File: src/design/turfio_cmd_pkg.sv
package turfio_cmd_pkg;

    // Command word from the TURF
    localparam int CMD_W       = 32;
    // Opcode sits in the top bits of the word
    localparam int OPC_W       = 3;
    // Trigger time rides in the low bits
    localparam int TRIG_TIME_W = 15;

    typedef enum logic [OPC_W-1:0] {
        CMD_NOP   = 3'd0,
        CMD_SYNC  = 3'd1,
        CMD_RESET = 3'd2,
        CMD_STOP  = 3'd3,
        CMD_PPS   = 3'd4,
        CMD_TRIG  = 3'd5
    } cmd_opcode_t;

    // Run timebase
    localparam int COUNT_W       = 48;
    localparam int CLK_OFFSET_W  = 32;
    localparam int SYNC_PERIOD   = 16;
    localparam int SYNC_PHASE_W  = 4;
    localparam int STAMP_COUNT_W = 16;

    // Upper counter bits joined with the TURF trigger time
    typedef struct packed {
        logic [COUNT_W-TRIG_TIME_W-1:0] count_hi;
        logic [TRIG_TIME_W-1:0]         trig_time;
    } trig_stamp_t;

endpackage

File: src/design/turfio_reg_pkg.sv
package turfio_reg_pkg;

    // APB bus widths
    localparam int APB_ADDR_W = 8;
    localparam int APB_DATA_W = 32;

    ////////////////////////////////////////////////////////////////////////////
    // Register map, byte addresses
    ////////////////////////////////////////////////////////////////////////////

    localparam logic [APB_ADDR_W-1:0] REG_ID         = 8'h00;
    localparam logic [APB_ADDR_W-1:0] REG_VERSION    = 8'h04;
    // Sync offset in bits 3..0
    localparam logic [APB_ADDR_W-1:0] REG_CTRL       = 8'h08;
    // Counter load value on run reset
    localparam logic [APB_ADDR_W-1:0] REG_CLK_OFFSET = 8'h0C;
    localparam logic [APB_ADDR_W-1:0] REG_COUNT_LO   = 8'h10;
    // Top 16 counter bits
    localparam logic [APB_ADDR_W-1:0] REG_COUNT_HI   = 8'h14;
    localparam logic [APB_ADDR_W-1:0] REG_PPS_LO     = 8'h18;
    localparam logic [APB_ADDR_W-1:0] REG_TRIG_LO    = 8'h1C;
    // PPS count low half, trigger count high half
    localparam logic [APB_ADDR_W-1:0] REG_STATUS     = 8'h20;

    // Identity
    localparam logic [31:0] DEVICE_ID = "TFIO";

    // Version fields, major.minor.rev
    localparam logic [3:0]  VER_MAJOR  = 4'd0;
    localparam logic [3:0]  VER_MINOR  = 4'd2;
    localparam logic [7:0]  VER_REV    = 8'd3;
    localparam logic [15:0] FW_VERSION = {VER_MAJOR, VER_MINOR, VER_REV};

endpackage

File: src/design/turfio_run_if.sv
`timescale 1ns/1ps

// Decoded run commands, one-cycle strobes
interface turfio_run_if;

    logic                                   sync_req;
    logic                                   run_reset;
    logic                                   run_stop;
    logic                                   pps;
    logic                                   trig;
    // Valid alongside trig
    logic [turfio_cmd_pkg::TRIG_TIME_W-1:0] trig_time;

    // Command decoder drives everything
    modport decoder (
        output sync_req,
        output run_reset,
        output run_stop,
        output pps,
        output trig,
        output trig_time
    );

    // Counter and sync phase logic
    modport timebase (
        input sync_req,
        input run_reset,
        input run_stop
    );

    // Event stamping side
    modport stamp (
        input pps,
        input trig,
        input trig_time
    );

endinterface

File: src/design/turf_cmd_decoder.sv
`timescale 1ns/1ps

module turf_cmd_decoder (
    input  logic                             init_clk,
    input  logic                             rst_i,
    input  logic [turfio_cmd_pkg::CMD_W-1:0] cmd_i,
    input  logic                             cmd_valid_i,
    turfio_run_if.decoder                    run
);

    // Registered opcode and its qualifier
    turfio_cmd_pkg::cmd_opcode_t            opc_q;
    logic                                   opc_valid_q;
    // Trigger time field, payload only
    logic [turfio_cmd_pkg::TRIG_TIME_W-1:0] trig_time_q;

    always_ff @(posedge init_clk) begin
        if (rst_i) begin
            opc_valid_q <= 1'b0;
            opc_q       <= turfio_cmd_pkg::CMD_NOP;
        end else begin
            opc_valid_q <= cmd_valid_i;
            // Top three bits of the word
            opc_q       <= turfio_cmd_pkg::cmd_opcode_t'(
                               cmd_i[turfio_cmd_pkg::CMD_W-1 -: turfio_cmd_pkg::OPC_W]);
        end
    end

    always_ff @(posedge init_clk) begin
        if (cmd_valid_i) begin
            trig_time_q <= cmd_i[turfio_cmd_pkg::TRIG_TIME_W-1:0];
        end
    end

    // One strobe per known opcode, unknown codes fall through
    always_comb begin
        run.sync_req  = 1'b0;
        run.run_reset = 1'b0;
        run.run_stop  = 1'b0;
        run.pps       = 1'b0;
        run.trig      = 1'b0;
        if (opc_valid_q) begin
            case (opc_q)
                turfio_cmd_pkg::CMD_SYNC:  run.sync_req  = 1'b1;
                turfio_cmd_pkg::CMD_RESET: run.run_reset = 1'b1;
                turfio_cmd_pkg::CMD_STOP:  run.run_stop  = 1'b1;
                turfio_cmd_pkg::CMD_PPS:   run.pps       = 1'b1;
                turfio_cmd_pkg::CMD_TRIG:  run.trig      = 1'b1;
                default: ;
            endcase
        end
    end

    assign run.trig_time = trig_time_q;

endmodule

File: src/design/run_timebase.sv
`timescale 1ns/1ps

module run_timebase (
    input  logic                                    init_clk,
    input  logic                                    rst_i,
    turfio_run_if.timebase                          run,
    input  logic [turfio_cmd_pkg::CLK_OFFSET_W-1:0] clk_offset_i,
    input  logic [turfio_cmd_pkg::SYNC_PHASE_W-1:0] sync_offset_i,
    output logic [turfio_cmd_pkg::COUNT_W-1:0]      count_o,
    output logic                                    running_o,
    output logic                                    sync_o
);

    // Run counter and state
    logic [turfio_cmd_pkg::COUNT_W-1:0]      count_q;
    logic                                    running_q;
    // Position inside the 16-cycle sync period
    logic [turfio_cmd_pkg::SYNC_PHASE_W-1:0] phase_q;

    ////////////////////////////////////////////////////////////////////////////
    // Run counter
    ////////////////////////////////////////////////////////////////////////////

    always_ff @(posedge init_clk) begin
        if (rst_i) begin
            count_q   <= '0;
            running_q <= 1'b0;
        end else if (run.run_reset) begin
            // Start from the programmed offset, zero-extended
            count_q   <= {{(turfio_cmd_pkg::COUNT_W - turfio_cmd_pkg::CLK_OFFSET_W){1'b0}},
                          clk_offset_i};
            running_q <= 1'b1;
        end else if (run.run_stop) begin
            // Counter freezes where it is
            running_q <= 1'b0;
        end else if (running_q) begin
            count_q   <= count_q + 1'b1;
        end
    end

    ////////////////////////////////////////////////////////////////////////////
    // Sync phase
    ////////////////////////////////////////////////////////////////////////////

    always_ff @(posedge init_clk) begin
        if (rst_i) begin
            phase_q <= '0;
        end else if (run.sync_req) begin
            // Realign to the requested offset
            phase_q <= sync_offset_i;
        end else if (phase_q == turfio_cmd_pkg::SYNC_PERIOD - 1) begin
            phase_q <= '0;
        end else begin
            phase_q <= phase_q + 1'b1;
        end
    end

    assign count_o   = count_q;
    assign running_o = running_q;
    // First cycle of the period
    assign sync_o    = (phase_q == '0);

endmodule

File: src/design/event_stamp.sv
`timescale 1ns/1ps

module event_stamp #(
    parameter type payload_t = logic [47:0]
) (
    input  logic                                     init_clk,
    input  logic                                     rst_i,
    input  logic                                     capture_i,
    input  payload_t                                 payload_i,
    output payload_t                                 stamp_o,
    output logic                                     stamp_valid_o,
    output logic [turfio_cmd_pkg::STAMP_COUNT_W-1:0] count_o
);

    // Last captured payload
    payload_t                                 stamp_q;
    logic                                     valid_q;
    // Number of captures, wraps freely
    logic [turfio_cmd_pkg::STAMP_COUNT_W-1:0] count_q;

    always_ff @(posedge init_clk) begin
        if (rst_i) begin
            stamp_q <= '0;
            valid_q <= 1'b0;
            count_q <= '0;
        end else begin
            // Valid follows capture by one cycle
            valid_q <= capture_i;
            if (capture_i) begin
                stamp_q <= payload_i;
                count_q <= count_q + 1'b1;
            end
        end
    end

    assign stamp_o       = stamp_q;
    assign stamp_valid_o = valid_q;
    assign count_o       = count_q;

endmodule

File: src/design/timing_apb_regs.sv
`timescale 1ns/1ps

module timing_apb_regs (
    input  logic                                     init_clk,
    input  logic                                     rst_i,
    input  logic                                     psel_i,
    input  logic                                     penable_i,
    input  logic                                     pwrite_i,
    input  logic [turfio_reg_pkg::APB_ADDR_W-1:0]    paddr_i,
    input  logic [turfio_reg_pkg::APB_DATA_W-1:0]    pwdata_i,
    output logic [turfio_reg_pkg::APB_DATA_W-1:0]    prdata_o,
    output logic                                     pready_o,
    output logic                                     pslverr_o,
    input  logic [turfio_cmd_pkg::COUNT_W-1:0]       count_i,
    input  logic [turfio_cmd_pkg::COUNT_W-1:0]       pps_stamp_i,
    input  turfio_cmd_pkg::trig_stamp_t              trig_stamp_i,
    input  logic [turfio_cmd_pkg::STAMP_COUNT_W-1:0] pps_count_i,
    input  logic [turfio_cmd_pkg::STAMP_COUNT_W-1:0] trig_count_i,
    output logic [turfio_cmd_pkg::SYNC_PHASE_W-1:0]  sync_offset_o,
    output logic [turfio_cmd_pkg::CLK_OFFSET_W-1:0]  clk_offset_o
);

    // Writable offsets
    logic [turfio_cmd_pkg::SYNC_PHASE_W-1:0] sync_offset_q;
    logic [turfio_cmd_pkg::CLK_OFFSET_W-1:0] clk_offset_q;
    // Address decode results
    logic [turfio_reg_pkg::APB_DATA_W-1:0]   rdata;
    logic                                    addr_ok;
    logic                                    access;

    // Access phase, no wait states
    assign access = psel_i & penable_i;

    ////////////////////////////////////////////////////////////////////////////
    // Read mux and map check
    ////////////////////////////////////////////////////////////////////////////

    always_comb begin
        rdata   = '0;
        addr_ok = 1'b1;
        case (paddr_i)
            turfio_reg_pkg::REG_ID:         rdata = turfio_reg_pkg::DEVICE_ID;
            turfio_reg_pkg::REG_VERSION:    rdata = {16'h0000, turfio_reg_pkg::FW_VERSION};
            turfio_reg_pkg::REG_CTRL:       rdata = {28'h0, sync_offset_q};
            turfio_reg_pkg::REG_CLK_OFFSET: rdata = clk_offset_q;
            turfio_reg_pkg::REG_COUNT_LO:   rdata = count_i[31:0];
            // Upper 16 counter bits
            turfio_reg_pkg::REG_COUNT_HI:   rdata = {16'h0000, count_i[47:32]};
            turfio_reg_pkg::REG_PPS_LO:     rdata = pps_stamp_i[31:0];
            turfio_reg_pkg::REG_TRIG_LO:    rdata = trig_stamp_i[31:0];
            turfio_reg_pkg::REG_STATUS:     rdata = {trig_count_i, pps_count_i};
            default:                        addr_ok = 1'b0;
        endcase
    end

    // Writes land at the end of the access phase
    always_ff @(posedge init_clk) begin
        if (rst_i) begin
            sync_offset_q <= '0;
            clk_offset_q  <= '0;
        end else if (access && pwrite_i) begin
            case (paddr_i)
                turfio_reg_pkg::REG_CTRL:       sync_offset_q <= pwdata_i[3:0];
                turfio_reg_pkg::REG_CLK_OFFSET: clk_offset_q  <= pwdata_i;
                // Read-only or unmapped, dropped
                default: ;
            endcase
        end
    end

    assign prdata_o      = rdata;
    assign pready_o      = 1'b1;
    assign pslverr_o     = access & ~addr_ok;
    assign sync_offset_o = sync_offset_q;
    assign clk_offset_o  = clk_offset_q;

endmodule

File: src/design/turfio_timing_top.sv
`timescale 1ns/1ps

module turfio_timing_top (
    input  logic                                  init_clk,
    input  logic                                  rst_i,
    // TURF command path
    input  logic [turfio_cmd_pkg::CMD_W-1:0]      cmd_i,
    input  logic                                  cmd_valid_i,
    // APB slave
    input  logic                                  psel_i,
    input  logic                                  penable_i,
    input  logic                                  pwrite_i,
    input  logic [turfio_reg_pkg::APB_ADDR_W-1:0] paddr_i,
    input  logic [turfio_reg_pkg::APB_DATA_W-1:0] pwdata_i,
    output logic [turfio_reg_pkg::APB_DATA_W-1:0] prdata_o,
    output logic                                  pready_o,
    output logic                                  pslverr_o,
    // Timing outputs
    output logic [turfio_cmd_pkg::COUNT_W-1:0]    count_o,
    output logic                                  running_o,
    output logic                                  sync_o,
    output logic                                  pps_valid_o,
    output logic                                  trig_valid_o
);

    logic [turfio_cmd_pkg::COUNT_W-1:0]       pps_stamp;
    turfio_cmd_pkg::trig_stamp_t              trig_stamp;
    turfio_cmd_pkg::trig_stamp_t              trig_payload;
    logic [turfio_cmd_pkg::STAMP_COUNT_W-1:0] pps_count;
    logic [turfio_cmd_pkg::STAMP_COUNT_W-1:0] trig_count;
    logic [turfio_cmd_pkg::SYNC_PHASE_W-1:0]  sync_offset;
    logic [turfio_cmd_pkg::CLK_OFFSET_W-1:0]  clk_offset;

    turfio_run_if run_bus ();

    turf_cmd_decoder u_decoder (
        .init_clk(init_clk), .rst_i(rst_i), .cmd_i(cmd_i), .cmd_valid_i(cmd_valid_i),
        .run(run_bus.decoder)
    );

    run_timebase u_timebase (
        .init_clk(init_clk), .rst_i(rst_i), .run(run_bus.timebase),
        .clk_offset_i(clk_offset), .sync_offset_i(sync_offset),
        .count_o(count_o), .running_o(running_o), .sync_o(sync_o)
    );

    // Trigger payload, counter top bits with the TURF trigger time
    assign trig_payload.count_hi  = count_o[turfio_cmd_pkg::COUNT_W-1:turfio_cmd_pkg::TRIG_TIME_W];
    assign trig_payload.trig_time = run_bus.trig_time;

    event_stamp #(.payload_t(logic [turfio_cmd_pkg::COUNT_W-1:0])) u_pps_stamp (
        .init_clk(init_clk), .rst_i(rst_i), .capture_i(run_bus.pps), .payload_i(count_o),
        .stamp_o(pps_stamp), .stamp_valid_o(pps_valid_o), .count_o(pps_count)
    );

    event_stamp #(.payload_t(turfio_cmd_pkg::trig_stamp_t)) u_trig_stamp (
        .init_clk(init_clk), .rst_i(rst_i), .capture_i(run_bus.trig), .payload_i(trig_payload),
        .stamp_o(trig_stamp), .stamp_valid_o(trig_valid_o), .count_o(trig_count)
    );

    timing_apb_regs u_regs (
        .init_clk(init_clk), .rst_i(rst_i),
        .psel_i(psel_i), .penable_i(penable_i), .pwrite_i(pwrite_i),
        .paddr_i(paddr_i), .pwdata_i(pwdata_i), .prdata_o(prdata_o),
        .pready_o(pready_o), .pslverr_o(pslverr_o),
        .count_i(count_o), .pps_stamp_i(pps_stamp), .trig_stamp_i(trig_stamp),
        .pps_count_i(pps_count), .trig_count_i(trig_count),
        .sync_offset_o(sync_offset), .clk_offset_o(clk_offset)
    );

endmodule

File: config.mk
export PLATFORM = sky130hd
export DESIGN_NAME = turfio_timing_top
export DESIGN_NICKNAME = d
export VERILOG_FILES = /design/src/design/turfio_cmd_pkg.sv /design/src/design/turfio_reg_pkg.sv /design/src/design/turfio_run_if.sv /design/src/design/turf_cmd_decoder.sv /design/src/design/run_timebase.sv /design/src/design/event_stamp.sv /design/src/design/timing_apb_regs.sv /design/src/design/turfio_timing_top.sv
export SDC_FILE = /design/constraint.sdc
export NUM_CORES = 1
export LEC_CHECK = 0
export ABC_CLOCK_PERIOD_IN_PS = 3000
export BUFFER_PORTS_ARGS = -buffer_cell sky130_fd_sc_hd__buf_2
export CAP_MARGIN = 20
export CORE_ASPECT_RATIO = 1.25
export CORE_MARGIN = 2
export CORE_UTILIZATION = 57
export DETAILED_ROUTE_END_ITERATION = 8
export GPL_ROUTABILITY_DRIVEN = 0
export PLACE_DENSITY = 0.82
export SLEW_MARGIN = 20
export SYNTH_ARGS = -nofsm -noshare
export SYNTH_HDL_FRONTEND = slang
export SYNTH_SLANG_ARGS = --single-unit
File: constraint.sdc
create_clock -name init_clk -period 3 [get_ports init_clk]
set_clock_uncertainty 0.15 [all_clocks]
set_input_delay 0.6 -clock init_clk [delete_from_list [all_inputs] [get_ports init_clk]]
set_output_delay 0.6 -clock init_clk [all_outputs]
set_load 0.01 [all_outputs]
# ---- Yosys cells after proc, flatten, opt, wreduce, memory -nomap -nowiden
# Cells that the tools add are included.
dict set report word_totals {
  ff_bits 206
  out_inout_bits 86
  wordCells 69
}
dict set report classes {
  addsub 4
  eq_ne 15
  muxes 19
  bitwise 4
  reduce_logical 11
}
# operator n
set op_table {}
lappend op_table {{$pmux W32 S9} 1}
lappend op_table {{$mux W32} 3}
lappend op_table {{$add A48 B1 Y48 const B} 1}
lappend op_table {{$add A16 B1 Y16 const B} 2}
lappend op_table {{$eq A8 B5 Y1 const B} 4}
lappend op_table {{$eq A8 B4 Y1 const B} 2}
lappend op_table {{$mux W1} 13}
lappend op_table {{$reduce_or A9 Y1} 1}
lappend op_table {{$eq A8 B3 Y1 const B} 1}
lappend op_table {{$eq A8 B6 Y1 const B} 1}
lappend op_table {{$logic_not A8 Y1} 1}
lappend op_table {{$mux W4} 2}
lappend op_table {{$reduce_and A2 Y1} 4}
lappend op_table {{$eq A3 B2 Y1 const B} 2}
lappend op_table {{$eq A3 B3 Y1 const B} 2}
lappend op_table {{$add A4 B1 Y4 const B} 1}
lappend op_table {{$eq A4 B4 Y1 const B} 1}
lappend op_table {{$logic_not A4 Y1} 1}
lappend op_table {{$reduce_bool A2 Y1} 2}
lappend op_table {{$eq A3 B1 Y1 const B} 1}
lappend op_table {{$and A1 B1 Y1} 2}
lappend op_table {{$ne A2 B2 Y1 const B} 1}
lappend op_table {{$not A1 Y1} 2}
lappend op_table {{$reduce_or A2 Y1} 1}
lappend op_table {{$logic_and A1 B1 Y1} 1}

# ---- Depth between registers and ports, before layout
dict set report logic_depth {
  word_depth 5
  ltp_mapped 9
  mapped_depth_nobuf 6
}

# ---- Modules after synthesis
# Synthesis repeated with hierarchy kept, for this count alone.
dict set report hier_totals {
  hier_cells 1224
  hier_area_um2 11185.7
}
# module n_inst cells_each area_per_inst_um2 seq_area_each_um2
set modules_own_cells {}
lappend modules_own_cells {event_stamp 2 240 2429.8 1301.2}
lappend modules_own_cells {run_timebase 1 363 2915.3 1061.0}
lappend modules_own_cells {timing_apb_regs 1 353 2795.2 720.7}
lappend modules_own_cells {turf_cmd_decoder 1 28 615.6 530.5}

# ---- Worst setup path after synthesis
# OpenSTA, ideal clock, no wires.
dict set report synth_timing {
  path_kind {input port to output port}
  start {input paddr_i[5] (netlist bit)}
  end {output prdata_o[16] (netlist bit)}
  arrival_time_ns 2.152
  required_time_ns 2.250
  slack_ns 0.098
  cell_stages 7
  path_cell_list {nor3_1 nand3_1 clkbuf_1 nor3_2 buf_2 a22oi_1 o21ai_0}
}
dict set report synth_via {
  elab_chain_len 2
}
# element line_no
set synth_lines {}
lappend synth_lines {{from (decl)} turfio_timing_top.sv:13} ;# input logic [turfio_reg_pkg::APB_ADDR_W-1:0] paddr_i,
lappend synth_lines {{$eq A8 B6 Y1 (tied with other cells)} timing_apb_regs.sv:41} ;# case (paddr_i)
lappend synth_lines {{$pmux W32 S9 *} timing_apb_regs.sv:41}
lappend synth_lines {{to (decl)} turfio_timing_top.sv:15} ;# output logic [turfio_reg_pkg::APB_DATA_W-1:0] prdata_o,
# Mark *: on every way between the ends. The rest lies on a longest branch, timed or not.

# ---- Final worst setup path
dict set report layout_timing {
  start {input paddr_i[3] (netlist bit)}
  end {output prdata_o[3] (netlist bit)}
}
# The elaborated chain is that of the path after synthesis.

==> results.md <==
* Row cnt at 53
* Combinational share of power at roughly 4.8%
* P_leak at 4.46 nW
* Most frequent cell after synthesis: nand2_1
* Clock Sinks at 206
* Via count at 10.2k
* Worst setup SP type: input port
* Mean Syn Cell Area at 7.98 µm²
* Max Root-Sink Buffers at 3
* Clock power frac at 44.1%
* Routed wire length at roughly 31000 µm
* Final nets at about 1.5k
* Worst Slack Setup Final at 0.0925 ns
* Clock Latency Late Sink at 0.51 ns
* Critical Path Sink Type: primary output
* Peak supply drop at between 0.0004 and 0.0005 V
* Share of cells above drive strength 1 at 19.8%
* Post-Synthesis Cells at ~1.2k
* Largest net degree at the start of global routing at 62
* Final Util at between 60% and 70%
* DRT iter0 DRCs at roughly 1.2k
* Commonest cells in the netlist: nand2_1, dfxtp_1, a21oi_1, nor2_1, clkbuf_1
* Hold crit path type: in2reg
* Die height at 151 µm
* Ports at ~160
* Primary FF master, synth: dfxtp_1
* Port-buffer cells at 148
* All-Layer GR Usage at 32.9%
* Max-slew violations at 0
* Routed WL per cell at about 19 µm
* Post-Syn Area at 9890 µm²
* Sequential share of the synthesized area at 43.2%
* RSZ-0062 raised after global routing: false
* Async S/R FF share, synth at 0%
* Total gr overflow at 0
* Area Growth Syn to Fin at 19.3%
* Worst Hold Depth at 1
* Core Box Area at 16900 µm²
* Initial antenna violation count at 0
* Number of fill cells at 1387
* Setup bufs post-CTS at 0
* Final period util at 96.9%
* Slew margin rel. at 53.5%
* Worst hold slack at 0.108 ns
* Vias/cell at 6.27
* First-pass DRT Iterations at 7
* Synth area leaders: dfxtp_1, nand2_1, a21oi_1, edfxtp_1, mux2i_1
* Inserted Clock Buffers at 21
* Power per cell area at 467 nW/µm²
* Final Hold Vio Count at 0
* Distinct cell type count after synthesis at 66
* Tot Pwr at 5.51 mW
* Hpwl dp at between 20000 and 25000 µm
* Clk root buf: clkbuf_16
* Residual DRC at 0
* Yosys top cell by area: dfxtp_1
* Status: finished, final reports clean
* Critical path class: in2out
* Pint at between 4 and 5 mW
* Post-Syn Nets at roughly 1.3k
* Top cell type's share of synthesized area at 38.7%
* #FFs+latches synth at slightly above 200
* CTS H-Tree Depth at 1
* Post-layout min period at 2.91 ns
* CTS tree: built
* CP required at 2.25 ns
* Post-DRT Antenna Nets at 0
* Switching share of total power at approximately 23%
* Max-Cap Viols at 0
* TNS Setup at 0 ns
* Number of synthesized flops with an enable pin at 15
* Psw at between 1 and 1.5 mW
* Arrival time at the worst endpoint at 2.16 ns
* First-pass GRT wire length at 47900 µm
* Die X at approximately 120 µm
* Slew @ Worst Pin at 0.693 ns
* Reg clk slew, reported paths at approximately 0.060 ns
* # diodes at 0
* Starting density of the core at 58.5%
* Warnings from Yosys at 0
* Die ar. at 18400 µm²
* Seq pwr share at 51.1%
* Fmax at roughly 0.34 GHz
* CP Max Fanout at 27
* Setup violators final at 0
* Vias in the first global route at 9204
* DP Worst Slack at ~0.077 ns
* Reg2Reg Depth at 6
metrics by stage:
stage / instances / instance area, µm²
after floorplan: 1240 / 9890
after global placement: 1592 / 11200
after detailed placement: 1592 / 11200
after CTS: 1629 / 11800
after global routing: 1629 / 11800
final: 1629 / 11800
power groups by stage:
stage	Combinational [mW]	Clock (mW)	Sequential, mW
4_1_cts	0.257	2.43	2.81
5_1_grt	0.280	2.55	2.81
2_1_floorplan	0.141	0	2.87
3_5_place_dp	0.256	0	2.87
6_report	0.264	2.43	2.81
3_3_place_gp	0.253	0	2.87
routing by layer:
metal / wire length [µm] / vias to the layer above / GRT usage [%]
met1: 12100 / 4746 / 42.2
met2: 14500 / 606 / 53.4
li1: - / 4747 / -
met3: 3140 / 122 / 6.74
met4: 1430 / 0 / 14.8
met5: 0 / - / 0
flip-flops by register name (all words and copies together) (netlist names), 15 cells and up:
| signal | count |
|---|---|
| u_trig_stamp.count_o | 16 |
| u_decoder.run.trig_time | 15 |
| u_pps_stamp.count_o | 16 |
| u_pps_stamp.stamp_o | 32 |
| u_trig_stamp.stamp_o | 32 |
| u_regs.clk_offset_o | 32 |
| u_timebase.count_o | 48 |
cell usage in the layout (no fill, tap or decap), drive strengths merged, types with 5 or more instances in the layout:
master and instances:
a21oi 159, nand3 37, xor2 16, o21ai 65
and4 7, mux2i 37, ha 5, nor2 84
nor4 5, a22oi 37, nand4 29, inv 15
clkinv 7, dfxtp 191, nor2b 6, edfxtp 15
mux2 15, xnor2 11, nor3 13, or4 15
nand2 250, o31ai 9, or3 17, a32oi 6
buf 223, clkbuf 31, and2 11, a31oi 22
o211ai 6, and3 16
final timing paths:
check        slack, ns                           to                startpoint
max               0.09                  prdata_o[3]                paddr_i[3]
min               0.11  u_decoder.run.trig_time[11]                 cmd_i[11]
max reg2reg       0.45       u_timebase.count_o[43]     u_timebase.count_o[2]
min reg2reg       0.30     u_trig_stamp.stamp_o[16]  u_trig_stamp.stamp_o[16]
area by class of cell:
| class | instances | area, µm² | area share, % |
|---|---|---|---|
| Inverter | 15 | 56.3 | 0.477 |
| Multi-Input combinational cell | 927 | 5230 | 44.3 |
| Sequential cell | 206 | 4270 | 36.2 |
| Timing Repair Buffer | 224 | 1350 | 11.5 |
| Clock buffer | 30 | 579 | 4.91 |
| Tap cell | 220 | 275 | 2.33 |
| Clock inverter | 7 | 38.8 | 0.329 |
logic make-up (layout without fill, tap and decap cells):
kind of cell             after synthesis  after routing  synth area share (%)
AO/OA/AOI/OAI                        335            335                  19.9
flip-flops                           206            206                  43.2
adder cells (fa/ha/maj)                5              5                 0.633
buffers and inverters                107            276                  4.23
XOR/XNOR                              27             27                  2.39
multiplexers                          52             52                  5.45
AND/OR/NAND/NOR                      507            507                  24.1
other                                  1              1                0.0379
worst max-delay path: stages:
cell and delay [ns]:
buf_2 0.18, or3_1 0.52, nor2_1 0.23, buf_12 0.20, a222oi_1 0.08, o21ai_0 0.14, buf_2 0.19
timing repair:
item,4_1_cts,5_1_grt
hold buffers,0,0
resized for setup,0,2
setup endpoints to repair,0,12
Note: power is estimated with default switching activity, not from simulation.
